<file path="src/hdl/hazPkg.sv">
package hazPkg;

    // Instruction field positions
    localparam int opMsb  = 15;
    localparam int opLsb  = 11;
    localparam int rsMsb  = 10;
    localparam int rsLsb  = 8;
    localparam int rtMsb  = 7;
    localparam int rtLsb  = 5;
    localparam int rdMsb  = 4;
    localparam int rdLsb  = 2;
    localparam int immMsb = 4;
    localparam int immLsb = 0;
    localparam int immW   = immMsb - immLsb + 1;

    // Full opcodes
    localparam logic [4:0] opNop   = 5'b00001;
    localparam logic [4:0] opJr    = 5'b00111;
    localparam logic [4:0] opStore = 5'b10000;
    localparam logic [4:0] opLoad  = 5'b10001;

    // Class prefixes, matched against the upper opcode bits
    localparam logic [2:0] clsJump   = 3'b001;
    localparam logic [2:0] clsImm    = 3'b010;
    localparam logic [2:0] clsBranch = 3'b011;
    localparam logic [1:0] clsRegAlu = 2'b11;

    // NOP with all other fields zero, issued as a bubble
    localparam logic [15:0] bubbleWord = {opNop, 11'b0};

    typedef logic [2:0] regIdxT;

    // Forwarding select travelling with an issued instruction
    typedef struct packed {
        logic rsExEx;
        logic rsMemEx;
        logic rtExEx;
        logic rtMemEx;
    } fwdT;

    typedef struct packed {
        logic [15:0] instr;
        logic [15:0] rsData;
    } inItemT;

    typedef struct packed {
        logic [15:0] instr;
        fwdT         fwd;
    } outItemT;

endpackage

</file>
<file path="src/hdl/hazDet.sv">
`timescale 1ns/10ps

module hazDet
    import hazPkg::*;
#(
    parameter int histDepth = 4
) (
    input  logic        clk,
    input  logic        arstN,
    input  logic        candValid,
    input  regIdxT      candRs,
    input  regIdxT      candRt,
    input  logic        readsRs,
    input  logic        readsRt,
    input  regIdxT      candRd,
    input  logic        writesReg,
    input  logic        isLoad,
    input  logic        memUse,
    input  logic [15:0] memAddr,
    input  logic        isCtrl,
    input  logic        isNop,
    input  logic        slotPush,
    input  logic        slotBubble,
    output logic        stall,
    output fwdT         fwd
);

    // Entry 0 is the slot issued just before the candidate
    logic [histDepth-1:0] hWr;
    logic [histDepth-1:0] hLoad;
    logic [histDepth-1:0] hMem;
    logic [histDepth-1:0] hCtrl;
    regIdxT               hDst  [histDepth];
    logic [15:0]          hAddr [histDepth];

    regIdxT srcIdx  [2];
    logic   srcUsed [2];
    logic   srcStall[2];
    logic   srcExEx [2];
    logic   srcMemEx[2];
    logic   memHit;
    logic   keep;

    assign srcIdx[0]  = candRs;
    assign srcIdx[1]  = candRt;
    assign srcUsed[0] = readsRs;
    assign srcUsed[1] = readsRt;

    // Same nearest-writer search for rs and rt
    for (genvar s = 0; s < 2; s++) begin : gSrc
        always_comb begin
            logic found;
            found       = 1'b0;
            srcStall[s] = 1'b0;
            srcExEx[s]  = 1'b0;
            srcMemEx[s] = 1'b0;
            for (int d = 0; d < histDepth; d++) begin
                if (!found && hWr[d] && hDst[d] == srcIdx[s]) begin
                    found = 1'b1;
                    if (d == 0) begin
                        // Load data is not ready for an EX to EX path
                        srcStall[s] = hLoad[d];
                        srcExEx[s]  = !hLoad[d];
                    end else if (d == 1) begin
                        srcMemEx[s] = 1'b1;
                    end else begin
                        srcStall[s] = 1'b1;
                    end
                end
            end
            if (!srcUsed[s]) begin
                srcStall[s] = 1'b0;
                srcExEx[s]  = 1'b0;
                srcMemEx[s] = 1'b0;
            end
        end
    end

    // Any in-flight access to the same address blocks a memory op
    always_comb begin
        memHit = 1'b0;
        for (int d = 0; d < histDepth; d++) begin
            if (hMem[d] && hAddr[d] == memAddr) begin
                memHit = 1'b1;
            end
        end
        memHit = memHit && memUse;
    end

    // A jump or branch one slot back always forces a bubble, even for a NOP
    assign stall = candValid &&
                   (hCtrl[0] || (!isNop && (srcStall[0] || srcStall[1] || memHit)));

    assign fwd = '{rsExEx:  srcExEx[0],
                   rsMemEx: srcMemEx[0],
                   rtExEx:  srcExEx[1],
                   rtMemEx: srcMemEx[1]};

    // Bubbles enter the history as inert slots
    assign keep = candValid && !slotBubble;

    always_ff @(posedge clk or negedge arstN) begin
        if (!arstN) begin
            hWr   <= '0;
            hLoad <= '0;
            hMem  <= '0;
            hCtrl <= '0;
        end else if (slotPush) begin
            hWr   <= {hWr[histDepth-2:0], keep && writesReg};
            hLoad <= {hLoad[histDepth-2:0], keep && isLoad};
            hMem  <= {hMem[histDepth-2:0], keep && memUse};
            hCtrl <= {hCtrl[histDepth-2:0], keep && isCtrl};
        end
    end

    always_ff @(posedge clk) begin
        if (slotPush) begin
            hDst[0]  <= candRd;
            hAddr[0] <= memAddr;
            for (int d = 1; d < histDepth; d++) begin
                hDst[d]  <= hDst[d-1];
                hAddr[d] <= hAddr[d-1];
            end
        end
    end

endmodule

</file>
<file path="src/hdl/hazTop.sv">
`timescale 1ns/10ps

module hazTop
    import hazPkg::*;
#(
    parameter int histDepth = 4
) (
    input  logic        clk,
    input  logic        arstN,
    input  logic        inValid,
    output logic        inReady,
    input  logic [15:0] inInstr,
    input  logic [15:0] inRsData,
    output logic        outValid,
    input  logic        outReady,
    output logic [15:0] outInstr,
    output fwdT         outFwd
);

    // Candidate from decode
    logic        candValid;
    logic        candTake;
    logic [15:0] candInstr;
    regIdxT      candRs;
    regIdxT      candRt;
    regIdxT      candRd;
    logic        readsRs;
    logic        readsRt;
    logic        writesReg;
    logic        isLoad;
    logic        memUse;
    logic [15:0] memAddr;
    logic        isCtrl;
    logic        isNop;

    // Decision and history update
    logic        stall;
    fwdT         fwd;
    logic        slotPush;
    logic        slotBubble;

    instrDecode decode_i (
        .clk       (clk),
        .arstN     (arstN),
        .inValid   (inValid),
        .inReady   (inReady),
        .inInstr   (inInstr),
        .inRsData  (inRsData),
        .candValid (candValid),
        .candTake  (candTake),
        .candInstr (candInstr),
        .candRs    (candRs),
        .candRt    (candRt),
        .readsRs   (readsRs),
        .readsRt   (readsRt),
        .candRd    (candRd),
        .writesReg (writesReg),
        .isLoad    (isLoad),
        .memUse    (memUse),
        .memAddr   (memAddr),
        .isCtrl    (isCtrl),
        .isNop     (isNop)
    );

    hazDet #(.histDepth(histDepth)) det_i (
        .clk        (clk),
        .arstN      (arstN),
        .candValid  (candValid),
        .candRs     (candRs),
        .candRt     (candRt),
        .readsRs    (readsRs),
        .readsRt    (readsRt),
        .candRd     (candRd),
        .writesReg  (writesReg),
        .isLoad     (isLoad),
        .memUse     (memUse),
        .memAddr    (memAddr),
        .isCtrl     (isCtrl),
        .isNop      (isNop),
        .slotPush   (slotPush),
        .slotBubble (slotBubble),
        .stall      (stall),
        .fwd        (fwd)
    );

    issueCtl issue_i (
        .clk        (clk),
        .arstN      (arstN),
        .candValid  (candValid),
        .candInstr  (candInstr),
        .stall      (stall),
        .fwd        (fwd),
        .candTake   (candTake),
        .slotPush   (slotPush),
        .slotBubble (slotBubble),
        .outValid   (outValid),
        .outReady   (outReady),
        .outInstr   (outInstr),
        .outFwd     (outFwd)
    );

endmodule

</file>
<file path="src/hdl/instrDecode.sv">
`timescale 1ns/10ps

module instrDecode
    import hazPkg::*;
(
    input  logic        clk,
    input  logic        arstN,
    input  logic        inValid,
    output logic        inReady,
    input  logic [15:0] inInstr,
    input  logic [15:0] inRsData,
    output logic        candValid,
    input  logic        candTake,
    output logic [15:0] candInstr,
    output regIdxT      candRs,
    output regIdxT      candRt,
    output logic        readsRs,
    output logic        readsRt,
    output regIdxT      candRd,
    output logic        writesReg,
    output logic        isLoad,
    output logic        memUse,
    output logic [15:0] memAddr,
    output logic        isCtrl,
    output logic        isNop
);

    inItemT      inItem;
    inItemT      cand;
    logic [4:0]  op;
    logic        isJump;
    logic        isBranch;
    logic        isImm;
    logic        isStore;
    logic        isRegAlu;
    logic [15:0] immExt;

    assign inItem = '{instr: inInstr, rsData: inRsData};

    pipeSlot #(.payloadT(inItemT)) inSlot_i (
        .clk      (clk),
        .arstN    (arstN),
        .inValid  (inValid),
        .inReady  (inReady),
        .inData   (inItem),
        .outValid (candValid),
        .outReady (candTake),
        .outData  (cand)
    );

    assign candInstr = cand.instr;
    assign op        = cand.instr[opMsb:opLsb];
    assign candRs    = cand.instr[rsMsb:rsLsb];
    assign candRt    = cand.instr[rtMsb:rtLsb];

    // Opcode classes
    assign isNop    = (op == opNop);
    assign isJump   = (op[4:2] == clsJump);
    assign isBranch = (op[4:2] == clsBranch);
    assign isImm    = (op[4:2] == clsImm);
    assign isStore  = (op == opStore);
    assign isLoad   = (op == opLoad);
    assign isRegAlu = (op[4:3] == clsRegAlu);

    // Only jr reads rs among the jumps
    assign readsRs   = (op == opJr) || isBranch || isImm || isStore || isLoad || isRegAlu;
    assign readsRt   = isStore || isRegAlu;
    assign writesReg = isImm || isLoad || isRegAlu;
    assign candRd    = isRegAlu ? regIdxT'(cand.instr[rdMsb:rdLsb]) : candRt;
    assign memUse    = isStore || isLoad;
    assign isCtrl    = isJump || isBranch;

    // Effective address is rs plus sign-extended immediate
    assign immExt  = {{(16 - immW){cand.instr[immMsb]}}, cand.instr[immMsb:immLsb]};
    assign memAddr = cand.rsData + immExt;

endmodule

</file>
<file path="src/hdl/issueCtl.sv">
`timescale 1ns/10ps

module issueCtl
    import hazPkg::*;
(
    input  logic        clk,
    input  logic        arstN,
    input  logic        candValid,
    input  logic [15:0] candInstr,
    input  logic        stall,
    input  fwdT         fwd,
    output logic        candTake,
    output logic        slotPush,
    output logic        slotBubble,
    output logic        outValid,
    input  logic        outReady,
    output logic [15:0] outInstr,
    output fwdT         outFwd
);

    logic    sliceReady;
    outItemT pushItem;
    outItemT outItem;

    // A slot goes out only when there is a candidate to decide on
    assign slotPush   = candValid && sliceReady;
    assign slotBubble = stall;

    // The candidate is held while bubbles are issued in its place
    assign candTake = slotPush && !stall;

    always_comb begin
        if (stall) begin
            pushItem.instr = bubbleWord;
            pushItem.fwd   = '0;
        end else begin
            pushItem.instr = candInstr;
            pushItem.fwd   = fwd;
        end
    end

    pipeSlot #(.payloadT(outItemT)) outSlot_i (
        .clk      (clk),
        .arstN    (arstN),
        .inValid  (candValid),
        .inReady  (sliceReady),
        .inData   (pushItem),
        .outValid (outValid),
        .outReady (outReady),
        .outData  (outItem)
    );

    assign outInstr = outItem.instr;
    assign outFwd   = outItem.fwd;

endmodule

</file>
<file path="src/hdl/pipeSlot.sv">
`timescale 1ns/10ps

module pipeSlot #(
    parameter type payloadT = logic [15:0]
) (
    input  logic    clk,
    input  logic    arstN,
    input  logic    inValid,
    output logic    inReady,
    input  payloadT inData,
    output logic    outValid,
    input  logic    outReady,
    output payloadT outData
);

    logic    full;
    payloadT data;

    // Free when empty, or when the held item leaves this cycle
    assign inReady  = !full || outReady;
    assign outValid = full;
    assign outData  = data;

    always_ff @(posedge clk or negedge arstN) begin
        if (!arstN) begin
            full <= 1'b0;
        end else if (inReady) begin
            full <= inValid;
        end
    end

    // Payload only moves on an accepted transfer
    always_ff @(posedge clk) begin
        if (inValid && inReady) begin
            data <= inData;
        end
    end

endmodule

</file>
<file path="config.mk">
export PLATFORM = sky130hd
export DESIGN_NAME = hazTop
export DESIGN_NICKNAME = d
export VERILOG_FILES = /design/src/hdl/hazPkg.sv /design/src/hdl/hazDet.sv /design/src/hdl/hazTop.sv /design/src/hdl/instrDecode.sv /design/src/hdl/issueCtl.sv /design/src/hdl/pipeSlot.sv
export SDC_FILE = /design/constraint.sdc
export NUM_CORES = 1
export LEC_CHECK = 0
export BUFFER_PORTS_ARGS = -buffer_cell sky130_fd_sc_hd__buf_2
export CAP_MARGIN = 40
export CORE_MARGIN = 2
export CORE_UTILIZATION = 60
export CTS_CLUSTER_SIZE = 10
export DETAILED_ROUTE_END_ITERATION = 6
export PLACE_DENSITY = 0.8
export SYNTH_ARGS = -nofsm -noshare
export SYNTH_HDL_FRONTEND = slang
export SYNTH_SLANG_ARGS = --single-unit
</file>
<file path="constraint.sdc">
create_clock -name clk -period 8.4 [get_ports clk]
set_input_delay 0.42 -clock clk [delete_from_list [all_inputs] [get_ports clk]]
set_output_delay 0.42 -clock clk [all_outputs]
set_load 0.05 [all_outputs]
</file>
# After elaboration in Yosys (flattened, before gate mapping)

Memories as Yosys holds them, arrays and structs flattened.
Index checks and enable logic that the tools add are counted.

Bits in registers: 64
Bits in writable memories: 76
Output and inout port bits: 22
Word-level logic and storage cells: 122
Memories kept: 2

Add/subtract/negate cells: 1
Eq/ne operators: 20
Muxes and demuxes: 23
Bitwise logic cells: 4
Reduce and logical (&&, ||, !) cells: 59

Memories:

| name        | words | width | rd ports | clocked after Yosys merged registers in | write ports | RTL line     | RTL |
|---|---|---|---|---|---|---|---|
| det_i.hAddr | 4     | 16    | 4        | 0                                       | 4           | hazDet.sv:34 | `logic [15:0] hAddr [histDepth];` |
| det_i.hDst  | 4     | 3     | 4        | 0                                       | 4           | hazDet.sv:33 | `regIdxT hDst [histDepth];` |

Operators by type and width:

| cell                                                                   | number |
|---|---|
| 16-bit equality test                                                   | 4 |
| 1-bit logical AND                                                      | 29 |
| 3-bit equality test                                                    | 8 |
| 1-bit 2-to-1 mux                                                       | 22 |
| 16-bit adder                                                           | 1 |
| 1-bit logical OR                                                       | 15 |
| 1-bit zero test                                                        | 11 |
| 5-bit equality test (second input constant)                            | 2 |
| 3-bit by 2-bit equality test with 1-bit output (second input constant) | 2 |
| 3-bit OR reduction                                                     | 2 |
| 5-bit by 1-bit equality test with 1-bit output (second input constant) | 1 |
| 5-bit by 3-bit equality test with 1-bit output (second input constant) | 1 |
| 1-bit inverter                                                         | 4 |
| 2-bit OR reduction                                                     | 2 |
| 3-bit by 1-bit equality test with 1-bit output (second input constant) | 1 |
| 3-bit 2-to-1 mux                                                       | 1 |
| 2-bit equality test (second input constant)                            | 1 |

# Logic depth before layout (Yosys ltp)

Gate-level depths: netlist of run 1.

Word-level depth: 25
Depth in mapped cells: 14

# Modules after synthesis

A second synthesis of run 1 with hierarchy kept.

Cell total of the unflattened synthesis: 447
Area, all modules: 6,536.3 um^2

By module, submodules not included:

| module                        | instances | cells an instance | area each (um^2) | seq. area each (um^2) |
|---|---|---|---|---|
| hazDet                        | 1         | 245               | 3,794.9          | 2,532.4 |
| pipeSlot at decode_i.inSlot_i | 1         | 36                | 1,014.7          | 985.9 |
| instrDecode                   | 1         | 117               | 908.4            | 0.0 |
| pipeSlot at issue_i.outSlot_i | 1         | 24                | 654.4            | 625.6 |
| issueCtl                      | 1         | 25                | 163.9            | 0.0 |

# Worst setup path before layout of run 1

OpenSTA, ideal clock, no wires.

Path kind: register -> register
Start point: register decode_i.inSlot_i.data, in the netlist decode_i.inSlot_i.outData[20]
End point: register decode_i.inSlot_i.data, in the netlist decode_i.inSlot_i.outData[0], enable pin
Arrival time: 5.196 ns
Data required time: 7.932 ns
Path slack: 2.736 ns
Stages on the path, launching flop included: 11
Path buffers: 1
Period minus slack after synthesis: 5.664 ns
Cell sequence: edfxtp_1 -> ha_1 -> buf_2 -> a21oi_1 -> a21boi_1 -> or4b_2 -> o2111ai_1 -> or4_1 -> o22a_1 -> a311oi_4 -> nor3b_1

Cells in the longest elaborated chain, start to end: 16
Elaborated cells between the ends (all ways): 22
Those cells by class: add/sub (1); eq/ne (4); mux (4); reduce/logical (13)

Ends and longest elaborated chain:

| item                          | RTL line          | RTL |
|---|---|---|
| start, declared               | pipeSlot.sv:17    | `payloadT data;` |
| start signal, assigned        | pipeSlot.sv:35    | `data <= inData;` |
| 16-bit adder (*)              | instrDecode.sv:75 | `assign memAddr = cand.rsData + immExt;` |
| 16-bit equality test          | hazDet.sv:83      | `if (hMem[d] && hAddr[d] == memAddr) begin` |
| 1-bit logical AND             | hazDet.sv:83      |  |
| 1-bit 2-to-1 mux (3 in a row) | hazDet.sv:83      |  |
| 1-bit 2-to-1 mux (*)          | hazDet.sv:83      |  |
| 1-bit logical AND (*)         | hazDet.sv:87      | `memHit = memHit && memUse;` |
| 1-bit logical OR (*)          | hazDet.sv:92      | `(hCtrl[0] \|\| (!isNop && (srcStall[0] \|\| srcStall[1] \|\| memHit)));` |
| 1-bit logical AND (*)         | hazDet.sv:92      |  |
| 1-bit logical OR (*)          | hazDet.sv:92      |  |
| 1-bit logical AND (*)         | hazDet.sv:91      | `assign stall = candValid &&` |
| 1-bit zero test (*)           | issueCtl.sv:30    | `assign candTake = slotPush && !stall;` |
| 1-bit logical AND (*)         | issueCtl.sv:30    |  |
| 1-bit logical OR (*)          | pipeSlot.sv:20    | `assign inReady = !full \|\| outReady;` |
| 1-bit logical AND (*)         | pipeSlot.sv:34    | `if (inValid && inReady) begin` |

Every way passes the cells marked *; elsewhere a longest branch is shown, timed or not.
A chain may end at the register's enable or synchronous reset.

# Final worst setup path of run 1

Start point: register decode_i.inSlot_i.data, in the netlist decode_i.inSlot_i.outData[20]
End point: output inReady

Cells in the longest elaborated chain, start to end: 15
Elaborated cells between the ends (all ways): 21
Those cells by class: add/sub (1); eq/ne (4); mux (4); reduce/logical (12)

Ends and longest elaborated chain:

| item                          | RTL line          | RTL |
|---|---|---|
| 16-bit adder (*)              | instrDecode.sv:75 |  |
| 16-bit equality test          | hazDet.sv:83      |  |
| 1-bit logical AND             | hazDet.sv:83      |  |
| 1-bit 2-to-1 mux (3 in a row) | hazDet.sv:83      |  |
| 1-bit 2-to-1 mux (*)          | hazDet.sv:83      |  |
| 1-bit logical AND (*)         | hazDet.sv:87      |  |
| 1-bit logical OR (*)          | hazDet.sv:92      |  |
| 1-bit logical AND (*)         | hazDet.sv:92      |  |
| 1-bit logical OR (*)          | hazDet.sv:92      |  |
| 1-bit logical AND (*)         | hazDet.sv:91      |  |
| 1-bit zero test (*)           | issueCtl.sv:30    |  |
| 1-bit logical AND (*)         | issueCtl.sv:30    |  |
| 1-bit logical OR (*)          | pipeSlot.sv:20    |  |
| end, declared                 | hazTop.sv:11      | `output logic inReady,` |

Marks and branches as above.

==> impl_metrics.yaml, run 1 <==
status:
  outcome: "complete, no violations"
synthesis:
  fraction_of_registers_with_async_set_reset_pct: 8.57
  seq_area_frac_synth_pct: 57.0
  synthCells: 558
  post-synth-top-area-cell: "sky130_fd_sc_hd__edfxtp_1"
  synth_top_flop_cell: "sky130_fd_sc_hd__edfxtp_1"
  synth.most_common_cell: "sky130_fd_sc_hd__edfxtp_1"
  synth-edff-count: 128
  netlist_top_cells_area: "sky130_fd_sc_hd__edfxtp_1, sky130_fd_sc_hd__xnor2_1, sky130_fd_sc_hd__dfrtp_1"
  synth.mux.area_fraction_pct: 2.38
  synth.top_cell.area_share_pct: 52.9
  synth_xor_xnor_area_share_pct: 13.8
  synth-simple-area-share_pct: 11.7
  synth_commonest_cells: "sky130_fd_sc_hd__edfxtp_1, sky130_fd_sc_hd__xnor2_1, sky130_fd_sc_hd__nand2_1, sky130_fd_sc_hd__nor2_1, sky130_fd_sc_hd__xor2_1"
  post_synth_num_cell_types: 81
  synth_top_family_by_area: "XOR/XNOR gates"
  synth_fp_nets: 610
  synth_seq_cells: 140
  synth-compound-area-share_pct: 9.91
  synth.cell_area_sq_um: 7270
  synth_adder_area_share_pct: 2.86
  synthesis.area_per_instance_sq_um: 13.0
  count_of_yosys_warnings_during_synthesis: 0
worst_setup_path:
  worstPathRequired_ns: 7.98
  critical_path.max_stage_delay_ns: 0.83
  worstPathCellList: "ha_1, and4_1, nand3_1, a21oi_1, nor3_1, a2111oi_1, nand3_1, or4_4, a311oi_4, nor2_1, buf_2"
  timing.rr.end: "decode_i.inSlot_i.outData[14]"
  reg2regPathDepth: 11
  r2r_slack_ns: 3.05
  worstPathArrival_ns: 5.41
  setup.worst_path.end: "inReady"
  start_kind: "flop"
  crit_top_cell: "sky130_fd_sc_hd__nand3_1"
  setup.worst_path.start: "decode_i.inSlot_i.outData[20]"
  endpoint_kind: "output port"
  critical_path.max_fanout: 18
  timing.rr.start: "decode_i.inSlot_i.outData[20]"
  timing_worst_setup_path_type: "flop to output port"
  critical_path.slowest_cell: "sky130_fd_sc_hd__a311oi_4"
placed_design:
  routabilityCongestion: 0.982
  io_buffer_count: 57
  place_area_sq_um: 7650
  detailedPlacementHpwl_um: 10800
  place_inst: 741
global_route:
  via_count_of_the_first_global_routing_pass: 4669
  grt_antenna_before_repair: 0
  maximum_number_of_pins_on_one_net_before_global_route_repair: 54
  grt_overflow_total: 0
  grt_first_pass_wirelength_um: 24300
  grt.total_usage_pct: 24.9
final_layout:
  nNetsFinal: 666
  syn_to_layout_area_delta_pct: 13.7
  final-instance-count-excl-fill: 774
  antenna_cells: 0
  final_core_utilization_pct: 69.4
  layout.cell_area.non_filler_sq_um: 8260
  ratio_of_cells_with_drive_above_1_in_the_final_layout_pct: 20.3
drt:
  drt_drc_violations_left: 0
  antenna_violating_nets_post_route: 0
  met1_length_um: 6790
  highest_layer: "met4"
  vias: 4750
  met3_wirelength_um: 957
  detail_route.vias_per_cell: 6.14
  drt-pass1-iter-count: 5
  detail_route.iter0.violations: 559
  wl_met2_um: 7250
  post_drt_wl_per_cell_um: 19.9
  routed_wire_length_um: 15400
timing:
  finalMaxSlewViolations: 0
  fin_worst_skew_ns: 0.00763
  timing.hold.ws_ns: 0.169
  rsz_0062_raised_after_global_routing: "no"
  fmax_mhz: 172
  tightest_slew_ns: 0.941
  worst_slew_margin_rel_pct: 37.3
  final_period_minus_worst_setup_slack_ns: 5.83
  hold_viol_final: 0
  setup_viol_count_final: 0
  final_tns_setup_ns: 0
  period_utilization_post_route_pct: 69.4
floorplan:
  die_height_um: 114
  floorplan.core_area_sq_um: 11900
  initial_core_util_pct: 61.0
  floorplan.die_area_sq_um: 13000
  floorplan.die.width_um: 114
  ios: 58
  rows: 40
power:
  pwr-share-comb_pct: 42.2
  p_int_mw: 2.22
  power.density_cell_area_nw_per_um2: 437
  switchingPower_mw: 1.39
  swShare_pct: 38.6
  share_clk_of_total_power_pct: 21.4
  leak_nw: 3.11
  irDropWorstVdd_mv: 0.207
  power_share_of_the_sequential_group_pct: 36.3
clock_tree:
  cts.reportedPaths.clkPinSlew_ns: 0.06
  cts.root.buffer_cell: "sky130_fd_sc_hd__clkbuf_16"
  post_cts_resize_count: 0
  cts_buffer_depth: 2
  cts_htree_levels: 4
  numCtsBuffers: 17
  tritoncts: "yes"
  clock_sink_count: 140
  insertion_delay_ns: 0.43
min_path:
  hold_path.class: "input pin to flop"
job:
  max_cap_violations: 0
[cells in the final DEF (no fill, tap or decap), types with 4 or more instances in the layout]
cell	n
sky130_fd_sc_hd__a21oi_1	14
sky130_fd_sc_hd__and2_1	5
sky130_fd_sc_hd__and4_1	4
sky130_fd_sc_hd__buf_2	58
sky130_fd_sc_hd__bufinv_16	4
sky130_fd_sc_hd__clkbuf_16	17
sky130_fd_sc_hd__clkinv_2	5
sky130_fd_sc_hd__dfrtp_1	12
sky130_fd_sc_hd__edfxtp_1	128
sky130_fd_sc_hd__ha_1	15
sky130_fd_sc_hd__inv_1	13
sky130_fd_sc_hd__mux2_2	9
sky130_fd_sc_hd__mux2i_1	6
sky130_fd_sc_hd__nand2_1	45
sky130_fd_sc_hd__nand2b_1	5
sky130_fd_sc_hd__nand3_1	10
sky130_fd_sc_hd__nand4_1	12
sky130_fd_sc_hd__nor2_1	33
sky130_fd_sc_hd__nor3_1	10
sky130_fd_sc_hd__nor4_1	6
sky130_fd_sc_hd__o21a_1	7
sky130_fd_sc_hd__o21ai_0	12
sky130_fd_sc_hd__o41ai_1	4
sky130_fd_sc_hd__or3_1	7
sky130_fd_sc_hd__or4_1	5
sky130_fd_sc_hd__xnor2_1	56
sky130_fd_sc_hd__xnor3_1	7
sky130_fd_sc_hd__xor2_1	27
[worst min path at each step]
stage / start / end / slack, ns / cells after the start
detailed placement: arstN / decode_i.inSlot_i.outValid / 0.32 / 1
global route: inRsData[6] / decode_i.inSlot_i.outData[6] / 0.15 / 1
floorplan: arstN / decode_i.inSlot_i.outValid / 0.12 / 0
finish: inInstr[6] / decode_i.inSlot_i.outData[22] / 0.17 / 1
global placement: arstN / det_i.hWr[3] / 0.31 / 1
CTS: inInstr[6] / decode_i.inSlot_i.outData[22] / 0.16 / 1
[power by group through the flow]
stage	Sequential, mW	Combinational [mW]	Clock, mW
floorplan	1.41	1.06	0
global placement	1.31	1.47	0
detailed placement	1.32	1.50	0
CTS	1.31	1.51	0.779
finish	1.31	1.52	0.774
global route	1.34	1.64	0.811
[flip-flops by register name (all words and copies together) (netlist names)]
| register | count |
|---|---|
| decode_i.inSlot_i.outValid | 1 |
| det_i.hWr | 4 |
| det_i.hDst | 12 |
| issue_i.outSlot_i.outData | 20 |
| det_i.hLoad | 1 |
| det_i.hCtrl | 1 |
| det_i.hAddr | 64 |
| decode_i.inSlot_i.outData | 32 |
| det_i.hMem | 4 |
| issue_i.outSlot_i.outValid | 1 |
[cells by family (layout without fill, tap and decap cells)]
kind of cell               after synthesis  count (layout)
xor gates and xnor gates                96              96
and+or+nand+nor                        162             162
adders and majority gates               16              16
muxes                                   16              16
AOI/OAI and AO/OA                       90              90
buffers and inverters                   38             107
DFF                                    140             140
[metal layers]
metal  vias up  global-route usage [%]
met3        32                    6.19
met1      2326                    33.9
met4         0                    10.4
met5         -                       0
li1       2201                       -
met2       191                    38.7
[stage by stage]
| stage | worst slack (ns) | power, mW |
|---|---|---|
| 4_1_cts | 2.59 | 3.61 |
| 2_1_floorplan | 2.74 | 2.47 |
| 3_3_place_gp | 3.15 | 2.78 |
| 3_5_place_dp | 3.04 | 2.82 |
| 6_report | 2.57 | 3.61 |
| 5_1_grt | 2.34 | 3.79 |
[repair_timing]
action / CTS / global route
hold buffers: 1 / 0
setup buffers: 0 / 0
endpoints found under the hold margin: 12 / 0
[critical path: cells and delay by family, from the launching register on]
kind / cells / cell delay, ns
compound gates: 3 / 1.79
simple gates: 6 / 1.51
fa+ha+maj: 1 / 0.75
flops: 1 / 0.67
buf+inv: 1 / 0.25
[cell type report]
cell class                 instances  area [sq um]
clock buffer                      18           429
clock inverter                    14           175
fill                             814          3650
inverter                          14          53.8
multi-input combinational        380          2960
sequential                       140          4140
tap                              147           184
timing repair buffer              61           315
Note: power is estimated with default switching activity, not from simulation.
==> inputs of run 2 (changes only) <==
--- a/config.mk
+++ b/config.mk
@@ -8,10 +8,10 @@
 export BUFFER_PORTS_ARGS = -buffer_cell sky130_fd_sc_hd__buf_2
 export CAP_MARGIN = 40
 export CORE_MARGIN = 2
-export CORE_UTILIZATION = 60
+export CORE_UTILIZATION = 54
 export CTS_CLUSTER_SIZE = 10
 export DETAILED_ROUTE_END_ITERATION = 6
-export PLACE_DENSITY = 0.8
+export PLACE_DENSITY = 0.76
 export SYNTH_ARGS = -nofsm -noshare
 export SYNTH_HDL_FRONTEND = slang
 export SYNTH_SLANG_ARGS = --single-unit
==> constraint.sdc (replaced) <==
create_clock -name clk -period 4.9 [get_ports clk]
set_input_delay 0.245 -clock clk [delete_from_list [all_inputs] [get_ports clk]]
set_output_delay 0.245 -clock clk [all_outputs]
set_load 0.05 [all_outputs]
==> impl_metrics.yaml, run 2 (same netlist as run 1, synthesis figures left out) <==
timing:
  rsz_0062_raised_after_global_routing: "no"
  worst_slew_margin_rel_pct: 55.6
  fmax_mhz: 214
  final_period_minus_worst_setup_slack_ns: 4.67
  hold_viol_final: 0
  final_tns_setup_ns: 0
  timing.hold.ws_ns: 0.0158
  fin_worst_skew_ns: 0.00698
  tightest_slew_ns: 0.666
  finalMaxSlewViolations: 0
  period_utilization_post_route_pct: 95.3
  setup_viol_count_final: 0
final_layout:
  largest_register_ffs: 64
  nNetsFinal: 705
  ratio_of_cells_with_drive_above_1_in_the_final_layout_pct: 22.2
  antenna_cells: 0
  syn_to_layout_area_delta_pct: 19.9
  mostFrequentLayoutCells: "sky130_fd_sc_hd__edfxtp_1, sky130_fd_sc_hd__buf_2, sky130_fd_sc_hd__xnor2_1, sky130_fd_sc_hd__nand2_1, sky130_fd_sc_hd__nor2_1"
  largest_register: "det_i.hAddr"
  final_common_cell: "sky130_fd_sc_hd__edfxtp_1"
power:
  irDropWorstVdd_mv: 0.458
  share_clk_of_total_power_pct: 20.8
  power_share_of_the_sequential_group_pct: 35.9
  pwr-share-comb_pct: 43.3
  fin_total_pwr_mw: 6.26
  power.density_cell_area_nw_per_um2: 718
  switchingPower_mw: 2.43
  p_int_mw: 3.83
  swShare_pct: 38.8
  leak_nw: 3.28
worst_setup_path:
  endpoint_kind: "output port"
  timing_worst_setup_path_type: "flop to output port"
  reg2regPathDepth: 15
  timing.rr.end: "issue_i.outSlot_i.outData[2]"
  r2r_slack_ns: 0.64
  critical_path.max_fanout: 6
  start_kind: "flop"
  worstPathRequired_ns: 4.66
  timing.rr.start: "decode_i.inSlot_i.outData[16]"
  worstPathArrival_ns: 4.43
min_path:
  hold_path_startpoint: "inInstr[0]"
  worst_hold_path.num_cells: 1
  holdPathEnd: "decode_i.inSlot_i.outData[16]"
  hold_path.class: "input pin to flop"
drt:
  detail_route.iter0.violations: 425
  drt_drc_violations_left: 0
  antenna_violating_nets_post_route: 0
  routed_wire_length_um: 15800
  vias: 4789
  drt-pass1-iter-count: 5
  detail_route.vias_per_cell: 5.69
  post_drt_wl_per_cell_um: 18.8
floorplan:
  floorplan.die.width_um: 120
  initial_core_util_pct: 55.1
  floorplan.die_area_sq_um: 14400
  die_height_um: 120
  ios: 58
  floorplan.core_area_sq_um: 13200
  rows: 42
clock_tree:
  numCtsBuffers: 17
  tritoncts: "yes"
  clock_sink_count: 140
  cts_htree_levels: 4
  insertion_delay_ns: 0.42
  cts_buffer_depth: 2
  cts.root.buffer_cell: "sky130_fd_sc_hd__clkbuf_16"
  cts.reportedPaths.clkPinSlew_ns: 0.06
global_route:
  grt_overflow_total: 0
  via_count_of_the_first_global_routing_pass: 4732
  maximum_number_of_pins_on_one_net_before_global_route_repair: 52
  grt_first_pass_wirelength_um: 25200
  grt.total_usage_pct: 23.2
  grt_antenna_before_repair: 0
status:
  outcome: "complete, no violations"
placed_design:
  detailedPlacementHpwl_um: 11100
  io_buffer_count: 57
  routabilityCongestion: 0.961
job:
  max_cap_violations: 0
-- run 2: worst max path at each step --
| stage | slack, ns | from | endpoint | depth (start not counted) |
|---|---|---|---|---|
| floorplan | 0.37 | decode_i.inSlot_i.outData[20] | decode_i.inSlot_i.outData[0] | 10 |
| global placement | 0.48 | decode_i.inSlot_i.outData[20] | issue_i.outSlot_i.outData[2] | 12 |
| detailed placement | 0.41 | decode_i.inSlot_i.outData[20] | issue_i.outSlot_i.outData[2] | 12 |
| CTS | 0.01 | decode_i.inSlot_i.outData[16] | inReady | 15 |
| global route | 0.02 | decode_i.inSlot_i.outData[20] | inReady | 13 |
| finish | 0.23 | decode_i.inSlot_i.outData[16] | inReady | 15 |
-- run 2: worst max-delay path: stages, from the launching register on --
cell and delay (ns):
sky130_fd_sc_hd__edfxtp_1 0.39, sky130_fd_sc_hd__ha_1 0.21, sky130_fd_sc_hd__inv_1 0.07, sky130_fd_sc_hd__fa_2 0.40
sky130_fd_sc_hd__nor2b_2 0.19, sky130_fd_sc_hd__o22ai_2 0.15, sky130_fd_sc_hd__xnor3_1 0.23, sky130_fd_sc_hd__or3_1 0.45
sky130_fd_sc_hd__nor4_2 0.26, sky130_fd_sc_hd__buf_4 0.15, sky130_fd_sc_hd__nand4_1 0.14, sky130_fd_sc_hd__or4_4 0.57
sky130_fd_sc_hd__a311oi_4 0.30, sky130_fd_sc_hd__buf_4 0.20, sky130_fd_sc_hd__nor2_1 0.06, sky130_fd_sc_hd__buf_2 0.23
-- run 2: repair_timing --
item	4_1_cts	5_1_grt
gates resized for setup	0	10
pin swaps	0	0
hold buffers	27	1
endpoints found under the setup margin	1	1
setup buffers	3	0
hold endpoints to repair	38	1
-- run 2: stage by stage --
step           cell area, sq um  setup slack (ns)  std cells  utilization, %
2_1_floorplan              7270             0.373        558               -
3_3_place_gp               7770             0.475        779            58.9
3_5_place_dp               7770             0.408        779            58.9
4_1_cts                    8670            0.0147        841            65.7
5_1_grt                    8720            0.0188        842            66.1
6_report                   8720             0.228        842            66.1
-- run 2: power groups by stage --
stage          clock network (mW)  logic, mW  registers, mW
2_1_floorplan                   0       1.82           2.41
3_3_place_gp                    0       2.58           2.25
3_5_place_dp                    0       2.61           2.27
4_1_cts                      1.32       2.67           2.25
5_1_grt                      1.38       2.93           2.30
6_report                     1.30       2.71           2.25
-- run 2: layout make-up --
cell class                 instances  area (sq um)
clock buffer                      18           429
timing repair buffer             100           691
tap                              176           220
fill                             971          4470
multi-input combinational        380          3010
inverter                          14          53.8
sequential                       140          4140
clock inverter                    14           170
-- run 2: layer usage --
| metal | global-route usage (%) | vias up | part of all wire [%] |
|---|---|---|---|
| met5 | 0 | - | 0 |
| met4 | 7.87 | 0 | 1.9 |
| met3 | 4.94 | 21 | 5.2 |
| met2 | 36.1 | 147 | 47 |
| met1 | 32.5 | 2343 | 46 |
| li1 | - | 2278 | - |
==> inputs of run 3 (changes only) <==
--- a/config.mk
+++ b/config.mk
@@ -7,11 +7,13 @@
 export LEC_CHECK = 0
 export BUFFER_PORTS_ARGS = -buffer_cell sky130_fd_sc_hd__buf_2
 export CAP_MARGIN = 40
+export CELL_PAD_IN_SITES_DETAIL_PLACEMENT = 0
+export CELL_PAD_IN_SITES_GLOBAL_PLACEMENT = 1
 export CORE_MARGIN = 2
-export CORE_UTILIZATION = 54
+export CORE_UTILIZATION = 53
 export CTS_CLUSTER_SIZE = 10
 export DETAILED_ROUTE_END_ITERATION = 6
-export PLACE_DENSITY = 0.76
+export PLACE_DENSITY_LB_ADDON = 0.1
 export SYNTH_ARGS = -nofsm -noshare
 export SYNTH_HDL_FRONTEND = slang
 export SYNTH_SLANG_ARGS = --single-unit
==> constraint.sdc (replaced) <==
create_clock -name clk -period 5.5 [get_ports clk]
set_input_delay 0.275 -clock clk [delete_from_list [all_inputs] [get_ports clk]]
set_output_delay 0.275 -clock clk [all_outputs]
set_load 0.05 [all_outputs]
==> impl_metrics.yaml, run 3 (same netlist as run 1, synthesis figures left out) <==
drt:
  vias: 4649
  post_drt_wl_per_cell_um: 19.9
  detail_route.vias_per_cell: 5.77
  drt-pass1-iter-count: 7
  detail_route.iter0.violations: 428
  antenna_violating_nets_post_route: 0
  routed_wire_length_um: 16000
  drt_drc_violations_left: 0
clock_tree:
  cts_htree_levels: 4
  clock_sink_count: 140
  post_cts.repair.setup_buffers: 0
  insertion_delay_ns: 0.42
  cts.root.buffer_cell: "sky130_fd_sc_hd__clkbuf_16"
  tritoncts: "yes"
  cts_buffer_depth: 2
  numCtsBuffers: 17
  cts.reportedPaths.clkPinSlew_ns: 0.06
final_layout:
  mostFrequentLayoutCells: "sky130_fd_sc_hd__edfxtp_1, sky130_fd_sc_hd__buf_2, sky130_fd_sc_hd__xnor2_1, sky130_fd_sc_hd__nand2_1, sky130_fd_sc_hd__nor2_1"
  antenna_cells: 0
  nNetsFinal: 669
  ratio_of_cells_with_drive_above_1_in_the_final_layout_pct: 21.9
  final_common_cell: "sky130_fd_sc_hd__edfxtp_1"
  largest_register: "det_i.hAddr"
  final-instance-count-excl-fill: 806
  fillerInstances: 1025
  largest_register_ffs: 64
  syn_to_layout_area_delta_pct: 15.2
job:
  max_cap_violations: 0
floorplan:
  rows: 42
  floorplan.die_area_sq_um: 14700
  floorplan.core_area_sq_um: 13300
  floorplan.die.width_um: 121
  initial_core_util_pct: 54.7
  ios: 58
  die_height_um: 121
timing:
  final_period_minus_worst_setup_slack_ns: 5.20
  fmax_mhz: 192
  finalMaxSlewViolations: 0
  worst_slew_margin_rel_pct: 54.2
  hold_viol_final: 0
  rsz_0062_raised_after_global_routing: "no"
  fin_worst_skew_ns: 0.00865
  final_tns_setup_ns: 0
  setup_viol_count_final: 0
  period_utilization_post_route_pct: 94.5
  tightest_slew_ns: 0.687
placed_design:
  io_buffer_count: 57
  routabilityCongestion: 0.921
  place_inst: 773
  detailedPlacementHpwl_um: 11300
power:
  leak_nw: 3.13
  irDropWorstVdd_mv: 0.320
  power.density_cell_area_nw_per_um2: 665
worst_setup_path:
  critical_path.max_fanout: 15
  worstPathArrival_ns: 4.92
  worstPathRequired_ns: 5.22
  endpoint_kind: "output port"
  setup.worst_path.start: "decode_i.inSlot_i.outData[20]"
  critical_path.slowest_cell: "sky130_fd_sc_hd__edfxtp_1"
  timing.rr.start: "decode_i.inSlot_i.outData[20]"
  worstPathCellList: "ha_2, and4_1, nand3_1, a21oi_1, nor3_1, a2111oi_1, nand3_1, or4_4, a311oi_4, buf_4, nor2_1, buf_2"
  critical_path.max_stage_delay_ns: 0.68
  crit_top_cell: "sky130_fd_sc_hd__nand3_1"
  timing_worst_setup_path_type: "flop to output port"
  start_kind: "flop"
global_route:
  grt.total_usage_pct: 23.2
  via_count_of_the_first_global_routing_pass: 4541
  grt_antenna_before_repair: 0
  grt_overflow_total: 0
  grt_first_pass_wirelength_um: 25100
  maximum_number_of_pins_on_one_net_before_global_route_repair: 42
status:
  outcome: "complete, no violations"
min_path:
  hold_path_startpoint: "inRsData[12]"
  hold_path.class: "input pin to flop"
==> run 3: cell types whose count changed in the layout (fill, tap and decap cells not counted), moves of 2 or more <==
cell                            previous run  this run
sky130_fd_sc_hd__dlygate4sd3_1            28         1
sky130_fd_sc_hd__buf_4                    14         6
sky130_fd_sc_hd__clkinv_4                  1         4
sky130_fd_sc_hd__clkinvlp_4                5         2
sky130_fd_sc_hd__ha_1                     12        10
==> run 3: cell type report <==
class / count / area, sq um / area share (%)
Sequential cell: 140 / 4140 / 49.5
Inverter: 14 / 53.8 / 0.643
Clock inverter: 14 / 194 / 2.32
Multi-Input combinational cell: 380 / 2990 / 35.7
Tap cell: 176 / 220 / 2.63
Clock buffer: 18 / 429 / 5.13
Timing Repair Buffer: 64 / 340 / 4.07
==> run 3: what timing repair did <==
action	in CTS	in global routing
gates resized for setup	0	6
endpoints found under the hold margin	12	0
hold buffers	1	0
endpoints found under the setup margin	0	1
==> run 3: final timing paths <==
| path | end | cells after the start | slack (ns) |
|---|---|---|---|
| min in group asynchronous | det_i.hMem[1] | 2 | 0.28 |
| max in group asynchronous | det_i.hWr[3] | 2 | 4.95 |
| max reg2reg | decode_i.inSlot_i.outData[22] | 11 | 0.92 |
| min reg2reg | det_i.hAddr[3][0] | 0 | 0.48 |
| max | inReady | 12 | 0.30 |
| min | decode_i.inSlot_i.outData[12] | 1 | 0.02 |
==> run 3: critical path, delay by kind of cell (launching register included) <==
kind,cells,cell delay (ns)
flops,1,0.68
buf+inv,2,0.53
compound gates,3,1.33
simple gates,6,1.36
fa+ha+maj,1,0.60
==> run 3: per-stage QoR <==
| step | power (mW) | util (%) | hold WS (ns) | cell area, sq um | setup WS [ns] |
|---|---|---|---|---|---|
| 2_1_floorplan | 3.77 | - | -0.0206 | 7270 | 0.973 |
| 3_3_place_gp | 4.31 | 58.0 | 0.191 | 7720 | 0.588 |
| 3_5_place_dp | 4.33 | 58.0 | 0.198 | 7720 | 0.515 |
| 4_1_cts | 5.57 | 62.8 | 0.0118 | 8350 | 0.0498 |
| 5_1_grt | 5.86 | 63.0 | 0.0101 | 8370 | 0.00112 |
| 6_report | 5.57 | 63.0 | 0.0244 | 8370 | 0.303 |
==> run 3: layer usage <==
metal	routed length, um	vias to the layer above	global-route usage (%)
met5	0	-	0
met4	242	0	7.70
met3	843	14	4.89
met2	7390	154	35.2
met1	7540	2273	33.4
li1	-	2208	-
==> run 3: power by group <==
group,switching [mW],internal [mW],leakage [nW],total [mW]
Clock,0.452,0.760,0.300,1.21
Combinational,1.42,0.931,1.45,2.36
Sequential,0.279,1.73,1.38,2.00
